File: src/bus_params.svh
`ifndef BUS_PARAMS_SVH
`define BUS_PARAMS_SVH

// high byte of the cpu i/o page, 0x9Fxx
`define BUS_IO_PAGE         8'h9F

// device nibbles, address bits 7..4 inside the i/o page
// vera takes two nibbles (2 and 3), decoded directly
`define BUS_DEV_VIA1        4'h0
`define BUS_DEV_AURA        4'h4
`define BUS_DEV_SCRB        4'h5
`define BUS_DEV_ENET        4'h8

// rom pages start at sram page 64, i.e. address bits 20..19 = 01
`define BUS_ROM_PAGE_BASE   2'b01
// ram window pages are placed from the middle of sram
`define BUS_RAMBANK_FLIP    8'h80
// rom bank after reset, bit 5 set selects the internal bootrom
`define BUS_ROMBANK_RESET   6'd63
// extra clk6x cycles added to s4 for the lan controller
`define BUS_ENET_EXT        2'd1

`endif

File: src/bus_pkg.sv
`default_nettype none

package bus_pkg;

    // data byte, also used for the 65C816 bank byte
    typedef logic [7:0] byte_t;

    // rom bank number, bit 5 means bootrom
    typedef logic [5:0] rombank_t;

    // memory address bits 20..12
    typedef logic [8:0] mem_abh_t;

    // cpu address bits 15..12
    typedef logic [3:0] cpu_abh_t;

    // device hit inside the i/o page
    typedef enum logic [2:0] {
        io_none,
        io_via1,
        io_vera,
        io_aura,
        io_scrb,
        io_enet
    } io_dev_e;

endpackage

`default_nettype wire

File: src/io_page_decode.sv
`timescale 1ns/1ps
`default_nettype none

`include "bus_params.svh"

module io_page_decode
    import bus_pkg::*;
(
    // low byte of the cpu address, only bits 7..4 matter
    input  byte_t   abl_lo_i,
    // which device is hit
    output io_dev_e dev_o
);

    logic [3:0] dev_nib;

    // 16-byte slots inside the 0x9Fxx page
    assign dev_nib = abl_lo_i[7:4];

    always_comb
    begin
        case (dev_nib)
            `BUS_DEV_VIA1:
                dev_o = io_via1;
            // vera covers 0x9F20..0x9F3F
            4'h2,
            4'h3:
                dev_o = io_vera;
            `BUS_DEV_AURA:
                dev_o = io_aura;
            `BUS_DEV_SCRB:
                dev_o = io_scrb;
            `BUS_DEV_ENET:
                dev_o = io_enet;
            // unmapped slots are silently ignored
            default:
                dev_o = io_none;
        endcase
    end

endmodule

`default_nettype wire

File: src/addr_decode.sv
`timescale 1ns/1ps
`default_nettype none

`include "bus_params.svh"

module addr_decode
    import bus_pkg::*;
(
    input  logic        clk6x,
    input  logic        resetn,
    // 1 = 65C02, 0 = 65C816
    input  logic        cputype02_i,
    input  cpu_abh_t    cpu_abh_i,
    input  logic [11:0] memcpu_abl_i,
    // carries the bank byte of a 65C816 at setup time
    input  byte_t       cpu_db_i,
    input  logic        cpu_rw_i,
    // vector pull, active low
    input  logic        cpu_vpu_i,
    input  logic        cpu_vda_i,
    input  logic        cpu_sync_vpa_i,
    // phaser strobes
    input  logic        setup_cs_i,
    input  logic        release_wr_i,
    input  logic        release_cs_i,
    // current banks
    input  rombank_t    rombank_i,
    input  byte_t       rambank_masked_i,
    // external chip selects, active low
    output logic        sram_csn_o,
    output logic        vera_csn_o,
    output logic        aio_csn_o,
    output logic        enet_csn_o,
    output logic        mem_rdn_o,
    output logic        mem_wrn_o,
    output mem_abh_t    mem_abh_o,
    output logic [11:0] memcpu_abl_o,
    // internal slave side
    output logic [15:0] nora_slv_addr_o,
    output logic        nora_slv_rwn_o,
    output logic        slv_req_bootrom_o,
    output logic        slv_req_scrb_o,
    output logic        slv_req_via1_o,
    output logic        bankreg_req_o,
    output logic [1:0]  s4_ext_o
);

    logic [15:0] cpu_ab;
    byte_t       cpu_bank;
    logic        bus_valid;
    io_dev_e     io_dev;

    // decoded values, loaded on setup_cs
    logic        dec_sram;
    logic        dec_vera;
    logic        dec_aio;
    logic        dec_enet;
    logic        dec_rom;
    logic        dec_bootrom;
    logic        dec_scrb;
    logic        dec_via1;
    logic        dec_bankreg;
    logic        dec_ext_acc;
    mem_abh_t    dec_abh;
    logic [1:0]  dec_s4_ext;

    assign cpu_ab = {cpu_abh_i, memcpu_abl_i};
    // 65C02 always runs in bank 0
    assign cpu_bank = cputype02_i ? 8'h00 : cpu_db_i;
    // 65C816 cycles without vda and vpa are internal operations
    assign bus_valid = cputype02_i || cpu_vda_i || cpu_sync_vpa_i;

    io_page_decode u_io_page_decode (
        .abl_lo_i (memcpu_abl_i[7:0]),
        .dev_o    (io_dev)
    );

    always_comb
    begin
        dec_sram    = 1'b0;
        dec_vera    = 1'b0;
        dec_aio     = 1'b0;
        dec_enet    = 1'b0;
        dec_rom     = 1'b0;
        dec_bootrom = 1'b0;
        dec_scrb    = 1'b0;
        dec_via1    = 1'b0;
        dec_bankreg = 1'b0;
        dec_s4_ext  = 2'd0;
        // memory address keeps its last value unless a region sets it
        dec_abh     = mem_abh_o;
        if (bus_valid && cpu_bank == 8'h00)
        begin
            if (cpu_ab[15:1] == 15'h0000)
            begin
                // 0x0000 rambank, 0x0001 rombank
                dec_bankreg = 1'b1;
            end
            else if (cpu_abh_i[3:2] == 2'b11)
            begin
                // 0xC000..0xFFFF rom window
                if (rombank_i[5])
                begin
                    dec_bootrom = 1'b1;
                    dec_abh     = '0;
                end
                else
                begin
                    dec_sram = 1'b1;
                    dec_rom  = 1'b1;
                    // vector pull always comes from rom bank 0
                    if (!cpu_vpu_i)
                        dec_abh = {`BUS_ROM_PAGE_BASE, 5'd0, cpu_abh_i[1:0]};
                    else
                        dec_abh = {`BUS_ROM_PAGE_BASE, rombank_i[4:0], cpu_abh_i[1:0]};
                end
            end
            else if (cpu_abh_i[3:1] == 3'b101)
            begin
                // 0xA000..0xBFFF 8k ram window
                dec_sram = 1'b1;
                dec_abh  = {rambank_masked_i ^ `BUS_RAMBANK_FLIP, cpu_abh_i[0]};
            end
            else if (cpu_ab[15:8] == `BUS_IO_PAGE)
            begin
                dec_via1 = (io_dev == io_via1);
                dec_vera = (io_dev == io_vera);
                dec_aio  = (io_dev == io_aura);
                dec_scrb = (io_dev == io_scrb);
                dec_enet = (io_dev == io_enet);
                // lan chip needs a longer s4 phase
                if (io_dev == io_enet)
                    dec_s4_ext = `BUS_ENET_EXT;
            end
            else
            begin
                // low cpu memory on sram pages 0..9
                dec_sram = 1'b1;
                dec_abh  = {5'h00, cpu_abh_i};
            end
        end
        else if (bus_valid)
        begin
            // 65C816 upper banks, linear sram
            dec_sram = 1'b1;
            dec_abh  = {cpu_bank[4:0], cpu_abh_i};
        end
    end

    assign dec_ext_acc = dec_sram || dec_vera || dec_aio || dec_enet;

    always_ff @(posedge clk6x)
    begin
        if (!resetn)
        begin
            sram_csn_o        <= 1'b1;
            vera_csn_o        <= 1'b1;
            aio_csn_o         <= 1'b1;
            enet_csn_o        <= 1'b1;
            mem_rdn_o         <= 1'b1;
            mem_wrn_o         <= 1'b1;
            slv_req_bootrom_o <= 1'b0;
            slv_req_scrb_o    <= 1'b0;
            slv_req_via1_o    <= 1'b0;
            bankreg_req_o     <= 1'b0;
            s4_ext_o          <= 2'd0;
        end
        else
        begin
            if (setup_cs_i)
            begin
                sram_csn_o        <= !dec_sram;
                vera_csn_o        <= !dec_vera;
                aio_csn_o         <= !dec_aio;
                enet_csn_o        <= !dec_enet;
                mem_rdn_o         <= !(dec_ext_acc && cpu_rw_i);
                // rom pages are never written
                mem_wrn_o         <= !(dec_ext_acc && !cpu_rw_i && !dec_rom);
                slv_req_bootrom_o <= dec_bootrom;
                slv_req_scrb_o    <= dec_scrb;
                slv_req_via1_o    <= dec_via1;
                bankreg_req_o     <= dec_bankreg;
                s4_ext_o          <= dec_s4_ext;
            end
            // end write early so the write latch gets hold time before cs drops
            if (release_wr_i)
                mem_wrn_o <= 1'b1;
            // end of cycle, overrides a coincident setup
            if (release_cs_i)
            begin
                sram_csn_o        <= 1'b1;
                vera_csn_o        <= 1'b1;
                aio_csn_o         <= 1'b1;
                enet_csn_o        <= 1'b1;
                mem_rdn_o         <= 1'b1;
                mem_wrn_o         <= 1'b1;
                slv_req_bootrom_o <= 1'b0;
                slv_req_scrb_o    <= 1'b0;
                slv_req_via1_o    <= 1'b0;
                bankreg_req_o     <= 1'b0;
            end
        end
    end

    // address and direction of the current cycle
    always_ff @(posedge clk6x)
    begin
        if (setup_cs_i)
        begin
            memcpu_abl_o    <= memcpu_abl_i;
            nora_slv_addr_o <= cpu_ab;
            nora_slv_rwn_o  <= cpu_rw_i;
            mem_abh_o       <= dec_abh;
        end
    end

endmodule

`default_nettype wire

File: src/bank_regs.sv
`timescale 1ns/1ps
`default_nettype none

`include "bus_params.svh"

module bank_regs
    import bus_pkg::*;
(
    input  logic     clk6x,
    input  logic     resetn,
    // cpu cycle targets 0x0000/0x0001
    input  logic     bankreg_req_i,
    // 0 = rambank, 1 = rombank
    input  logic     reg_sel_i,
    input  logic     slv_rwn_i,
    input  logic     release_wr_i,
    input  byte_t    wdata_i,
    // limits the usable ram banks
    input  byte_t    rambank_mask_i,
    output rombank_t rombank_o,
    output byte_t    rambank_masked_o,
    output byte_t    bank_rdata_o
);

    byte_t rambank_r;

    // cpu write data is only valid at the end of the cycle
    always_ff @(posedge clk6x)
    begin
        if (!resetn)
        begin
            rambank_r <= 8'h00;
            // boot from the internal rom
            rombank_o <= `BUS_ROMBANK_RESET;
        end
        else if (release_wr_i && bankreg_req_i && !slv_rwn_i)
        begin
            if (!reg_sel_i)
                rambank_r <= wdata_i;
            else
                rombank_o <= wdata_i[5:0];
        end
    end

    // masked bank precomputed, keeps the and gate out of the decode path
    always_ff @(posedge clk6x)
    begin
        rambank_masked_o <= rambank_r & rambank_mask_i;
    end

    // readback, unmasked
    assign bank_rdata_o = reg_sel_i ? {2'b00, rombank_o} : rambank_r;

endmodule

`default_nettype wire

File: src/cpu_data_return.sv
`timescale 1ns/1ps
`default_nettype none

module cpu_data_return
    import bus_pkg::*;
(
    input  logic  clk6x,
    // external read strobe, active low
    input  logic  mem_rdn_i,
    input  logic  bankreg_req_i,
    input  byte_t bank_rdata_i,
    input  logic  slv_req_bootrom_i,
    input  logic  slv_req_scrb_i,
    input  logic  slv_req_via1_i,
    // external memory and device data
    input  byte_t mem_db_i,
    // read data from the internal slaves
    input  byte_t slv_data_i,
    output byte_t cpu_db_o
);

    // byte held for the cpu until the next source is selected
    always_ff @(posedge clk6x)
    begin
        if (!mem_rdn_i)
            cpu_db_o <= mem_db_i;
        else if (bankreg_req_i)
            cpu_db_o <= bank_rdata_i;
        else if (slv_req_bootrom_i || slv_req_scrb_i || slv_req_via1_i)
            cpu_db_o <= slv_data_i;
    end

endmodule

`default_nettype wire

File: src/bus_controller.sv
`timescale 1ns/1ps
`default_nettype none

module bus_controller
    import bus_pkg::*;
(
    input  logic        clk6x,
    input  logic        resetn,
    input  logic        cputype02_i,
    // cpu bus
    output byte_t       cpu_db_o,
    input  byte_t       cpu_db_i,
    input  cpu_abh_t    cpu_abh_i,
    input  logic        cpu_sync_vpa_i,
    input  logic        cpu_vpu_i,
    input  logic        cpu_vda_i,
    input  logic        cpu_rw_i,
    // memory bus
    output mem_abh_t    mem_abh_o,
    output logic [11:0] memcpu_abl_o,
    input  logic [11:0] memcpu_abl_i,
    input  byte_t       mem_db_i,
    output byte_t       mem_db_o,
    output logic        mem_rdn_o,
    output logic        mem_wrn_o,
    output logic        sram_csn_o,
    output logic        vera_csn_o,
    output logic        aio_csn_o,
    output logic        enet_csn_o,
    // phaser
    input  logic        setup_cs_i,
    input  logic        release_wr_i,
    input  logic        release_cs_i,
    output logic [1:0]  s4_ext_o,
    // internal slaves
    output logic [15:0] nora_slv_addr_o,
    output byte_t       nora_slv_datawr_o,
    output logic        nora_slv_datawr_valid_o,
    input  byte_t       nora_slv_data_i,
    output logic        nora_slv_req_bootrom_o,
    output logic        nora_slv_req_scrb_o,
    output logic        nora_slv_req_via1_o,
    output logic        nora_slv_rwn_o,
    // from scrb
    input  byte_t       rambank_mask_i
);

    rombank_t rombank;
    byte_t    rambank_masked;
    byte_t    bank_rdata;
    logic     bankreg_req;

    // write data is the cpu byte, valid at release_wr
    assign mem_db_o                = cpu_db_i;
    assign nora_slv_datawr_o       = cpu_db_i;
    assign nora_slv_datawr_valid_o = release_wr_i;

    addr_decode u_addr_decode (
        .clk6x             (clk6x),
        .resetn            (resetn),
        .cputype02_i       (cputype02_i),
        .cpu_abh_i         (cpu_abh_i),
        .memcpu_abl_i      (memcpu_abl_i),
        .cpu_db_i          (cpu_db_i),
        .cpu_rw_i          (cpu_rw_i),
        .cpu_vpu_i         (cpu_vpu_i),
        .cpu_vda_i         (cpu_vda_i),
        .cpu_sync_vpa_i    (cpu_sync_vpa_i),
        .setup_cs_i        (setup_cs_i),
        .release_wr_i      (release_wr_i),
        .release_cs_i      (release_cs_i),
        .rombank_i         (rombank),
        .rambank_masked_i  (rambank_masked),
        .sram_csn_o        (sram_csn_o),
        .vera_csn_o        (vera_csn_o),
        .aio_csn_o         (aio_csn_o),
        .enet_csn_o        (enet_csn_o),
        .mem_rdn_o         (mem_rdn_o),
        .mem_wrn_o         (mem_wrn_o),
        .mem_abh_o         (mem_abh_o),
        .memcpu_abl_o      (memcpu_abl_o),
        .nora_slv_addr_o   (nora_slv_addr_o),
        .nora_slv_rwn_o    (nora_slv_rwn_o),
        .slv_req_bootrom_o (nora_slv_req_bootrom_o),
        .slv_req_scrb_o    (nora_slv_req_scrb_o),
        .slv_req_via1_o    (nora_slv_req_via1_o),
        .bankreg_req_o     (bankreg_req),
        .s4_ext_o          (s4_ext_o)
    );

    // register select is cpu address bit 0
    bank_regs u_bank_regs (
        .clk6x            (clk6x),
        .resetn           (resetn),
        .bankreg_req_i    (bankreg_req),
        .reg_sel_i        (nora_slv_addr_o[0]),
        .slv_rwn_i        (nora_slv_rwn_o),
        .release_wr_i     (release_wr_i),
        .wdata_i          (cpu_db_i),
        .rambank_mask_i   (rambank_mask_i),
        .rombank_o        (rombank),
        .rambank_masked_o (rambank_masked),
        .bank_rdata_o     (bank_rdata)
    );

    cpu_data_return u_cpu_data_return (
        .clk6x             (clk6x),
        .mem_rdn_i         (mem_rdn_o),
        .bankreg_req_i     (bankreg_req),
        .bank_rdata_i      (bank_rdata),
        .slv_req_bootrom_i (nora_slv_req_bootrom_o),
        .slv_req_scrb_i    (nora_slv_req_scrb_o),
        .slv_req_via1_i    (nora_slv_req_via1_o),
        .mem_db_i          (mem_db_i),
        .slv_data_i        (nora_slv_data_i),
        .cpu_db_o          (cpu_db_o)
    );

endmodule

`default_nettype wire

File: config.mk
export PLATFORM = sky130hd
export DESIGN_NAME = bus_controller
export DESIGN_NICKNAME = d
export VERILOG_FILES = /design/src/bus_pkg.sv /design/src/io_page_decode.sv /design/src/addr_decode.sv /design/src/bank_regs.sv /design/src/cpu_data_return.sv /design/src/bus_controller.sv
export VERILOG_INCLUDE_DIRS = /design/src
export SDC_FILE = /design/constraint.sdc
export NUM_CORES = 1
export LEC_CHECK = 0
export BUFFER_PORTS_ARGS = -buffer_cell sky130_fd_sc_hd__buf_2
export CAP_MARGIN = 10
export CORE_MARGIN = 4
export CORE_UTILIZATION = 50
export CTS_BUF_LIST = sky130_fd_sc_hd__clkbuf_8
export CTS_CLUSTER_SIZE = 24
export DETAILED_ROUTE_END_ITERATION = 10
export GPL_TIMING_DRIVEN = 0
export HOLD_SLACK_MARGIN = 0.02
export PLACE_DENSITY = 0.83
export SLEW_MARGIN = 20
export SYNTH_ARGS = -nofsm -noshare
export SYNTH_HDL_FRONTEND = slang
export SYNTH_HIERARCHICAL = 1
export SYNTH_SLANG_ARGS = --single-unit
File: constraint.sdc
create_clock -name clk6x -period 2.1 [get_ports clk6x]
set_input_delay 0.21 -clock clk6x [delete_from_list [all_inputs] [get_ports clk6x]]
set_output_delay 0.21 -clock clk6x [all_outputs]
set_load 0.03 [all_outputs]
==> results.yml <==
setup_path:
  slowest_stage: "nor2_1"
  path_max_fanout: 10
  path_cells: "buf_2, or2_1, a31oi_2, clkbuf_1, a21oi_1, nor2_1"
  worstSetupStartpointType: "input pin"
  max_stage_delay_ns: 0.59
  critPathKind: "in2reg"
  cp.arrival_ns: 1.89
  worstSetupEndpointType: "register"
  cp.required_ns: 2.05
  critPathTopFamily: "simple AND/OR/NAND/NOR gates"
  critPathBufInv: 2
logic_synthesis:
  synth_edf_count: 34
  synth_seq_cells: 67
  synth_area_per_cell_um2: 10.95
  synth_area_leaders: "edfxtp_1, dfxtp_1, mux2i_1, buf_4, nor2b_1"
  synth_async_sr_flop_share: 0
  synth_ff_type: "edfxtp_1"
  netlist_instances: 292
  synth_largest_area_cell: "edfxtp_1"
  ys_seq_area_frac: 0.5260
  yosysWarnings: 6
  synth_area_mm2: 0.003197
  synth_top_cell_area_share: 0.3194
  syn-num-nets: 350
  synth_cell_type_count: 47
placed_design:
  place_hpwl_um: 6125
  gp_congestion: 0.8623
  dp_cells: 496
  port-buffer-count: 129
routing:
  drc: 0
  drt_iter0_drc: 140
  wl_per_cell_um: 15.19
  wirelength_um: 7777
  ant_nets: 0
  firstDrtPassIters: 4
  num_vias: 2652
  viasPerCell: 5.180
power:
  vdd_ir_drop_max_uv: 471.4
  power.total_mw: 2.818
  power_density_mw_per_mm2: 687.9
  p_leak_nw: 1.767
floorplanning:
  ios: 132
  die_w_um: 87.96
  coreArea_mm2: 0.006061
  initial_core_util: 0.5275
  placementRows: 28
  fp.dieH_um: 87.96
  die_area_mm2: 0.007737
clock_tree:
  cts_hold_buffers: 0
  cts.clk_slew.worst_paths_ns: 0.06
  cts_max_path_buffers: 2
  cts_tree: "done"
  cts_root_buffer: "clkbuf_8"
  cts.sinks: 67
  htreeDepth: 3
  clk_latency_ns: 0.33
  cts_buffers: 9
  ctsResizeCount: 0
  post_cts_buffers: 0
sta:
  holdWs_ns: 0.06522
  timing.fmax_mhz: 516.5
  slew_headroom: 0.5039
  setup_viol: 0
  hold_viol: 0
  min_period_over_period: 0.9220
  tns_ns: 0
  final.setup_skew_ns: 0.008346
  final.min_clock_period_ns: 1.936
  worst_pin_slew_ns: 0.7415
  maxSlewViolCount: 0
  rsz0062_at_grt: "false"
worst_hold_path:
  holdCritPathClass: "in2reg"
finish:
  final_common_cell: "buf_2"
  layout-drive-gt1-share: 0.4394
  num_antenna_cells: 0
  fillers: 493
  stdcell_count: 512
  layout.nets: 490
  mostFrequentLayoutCells: "buf_2, edfxtp_1, dfxtp_1"
  area_growth_pct: 28.14
grt:
  grt.overflow.total: 0
  antenna_found_initial: 0
  grt_pass1_vias: 2656
  groute.usage.overall: 0.2039
  grt_pass1_wl_um: 12070
  grt_max_degree: 24
job:
  cap_violations: 0
status:
  status: "complete, no violations"
[worst paths after layout]
path	start	endpoint	slack [ns]	cells past startpoint
worst max-delay path	cpu_sync_vpa_i	u_addr_decode/mem_abh_o[4]	0.16	6
worst min-delay path	memcpu_abl_i[0]	u_addr_decode/memcpu_abl_o[0]	0.07	1
worst max register to register	u_addr_decode/bankreg_req_o	u_cpu_data_return/cpu_db_o[0]	0.57	2
worst min register to register	u_bank_regs/rambank_r[5]	u_bank_regs/rambank_r[5]	0.47	2
[per-stage QoR]
step,cell area (µm²),util,setup WS (ns)
global route,4096,0.6759,0.07734
finish,4096,0.6759,0.1638
CTS,4096,0.6759,0.1967
global placement,3936,0.6495,-0.1060
floorplan,3197,-,0.2695
detailed placement,3936,0.6495,-0.1473
[power by group]
| part | total [mW] | switching [mW] | internal, mW | leakage (nW) |
|---|---|---|---|---|
| registers | 1.44 | 0.0169 | 1.43 | 0.595 |
| clock network | 0.860 | 0.425 | 0.436 | 0.104 |
| logic | 0.514 | 0.328 | 0.186 | 1.07 |
| total | 2.82 | 0.769 | 2.05 | 1.77 |
[synthesized netlist by cell type (3+ instances only)]
library cell and n:
o22ai_1 4, a21oi_1 19, buf_2 4, o21ai_1 3, nor4_1 7, clkbuf_1 4, inv_1 8, dfxtp_1 33
mux2_2 6, mux2i_1 23, buf_4 30, nor3_1 4, and2_1 9, nor2b_1 19, buf_6 4, edfxtp_1 34
o21a_1 3, a22oi_1 4, nand2b_1 5, nand4_1 3, nand2_1 22, nor2_1 15
[final cells by class]
type                            instances  area, µm²  share of cell area
Buffer                                 42      305.3             0.07453
Clock buffer                           10      137.6             0.03360
Sequential cell                        67       1682              0.4105
Timing Repair Buffer                  129      645.6              0.1576
Multi-Input combinational cell        175       1180              0.2880
Tap cell                               75      93.84             0.02291
Inverter                                8      30.03            0.007330
Clock inverter                          6      22.52            0.005498
[logic make-up after synthesis]
kind of cell,share of synthesized area
mux,0.09315
flops,0.5260
simple gates,0.1824
compound gates,0.09237
buf+inv,0.1049
other cells,0.001173
[registers in the layout, indices dropped and copies added, names as in the netlist]
signal / count
u_addr_decode/aio_csn_o: 1
u_addr_decode/bankreg_req_o: 1
u_addr_decode/enet_csn_o: 1
u_addr_decode/mem_abh_o: 9
u_addr_decode/mem_rdn_o: 1
u_addr_decode/mem_wrn_o: 1
u_addr_decode/memcpu_abl_o: 11
u_addr_decode/nora_slv_addr_o: 5
u_addr_decode/nora_slv_rwn_o: 1
u_addr_decode/s4_ext_o: 1
u_addr_decode/slv_req_bootrom_o: 1
u_addr_decode/slv_req_scrb_o: 1
u_addr_decode/slv_req_via1_o: 1
u_addr_decode/sram_csn_o: 1
u_addr_decode/vera_csn_o: 1
u_bank_regs/rambank_masked_o: 8
u_bank_regs/rambank_r: 8
u_bank_regs/rombank_o: 6
u_cpu_data_return/cpu_db_o: 8
[per-layer routing]
| metal | GRT usage | vias to the layer above | wire [µm] |
|---|---|---|---|
| li1 | - | 1295 | - |
| met1 | 0.2449 | 1241 | 3263 |
| met2 | 0.3534 | 106 | 3773 |
| met3 | 0.03387 | 10 | 606 |
| met4 | 0.09902 | 0 | 133 |
| met5 | 0 | - | 0 |
Note: power is estimated with default switching activity, not from simulation.
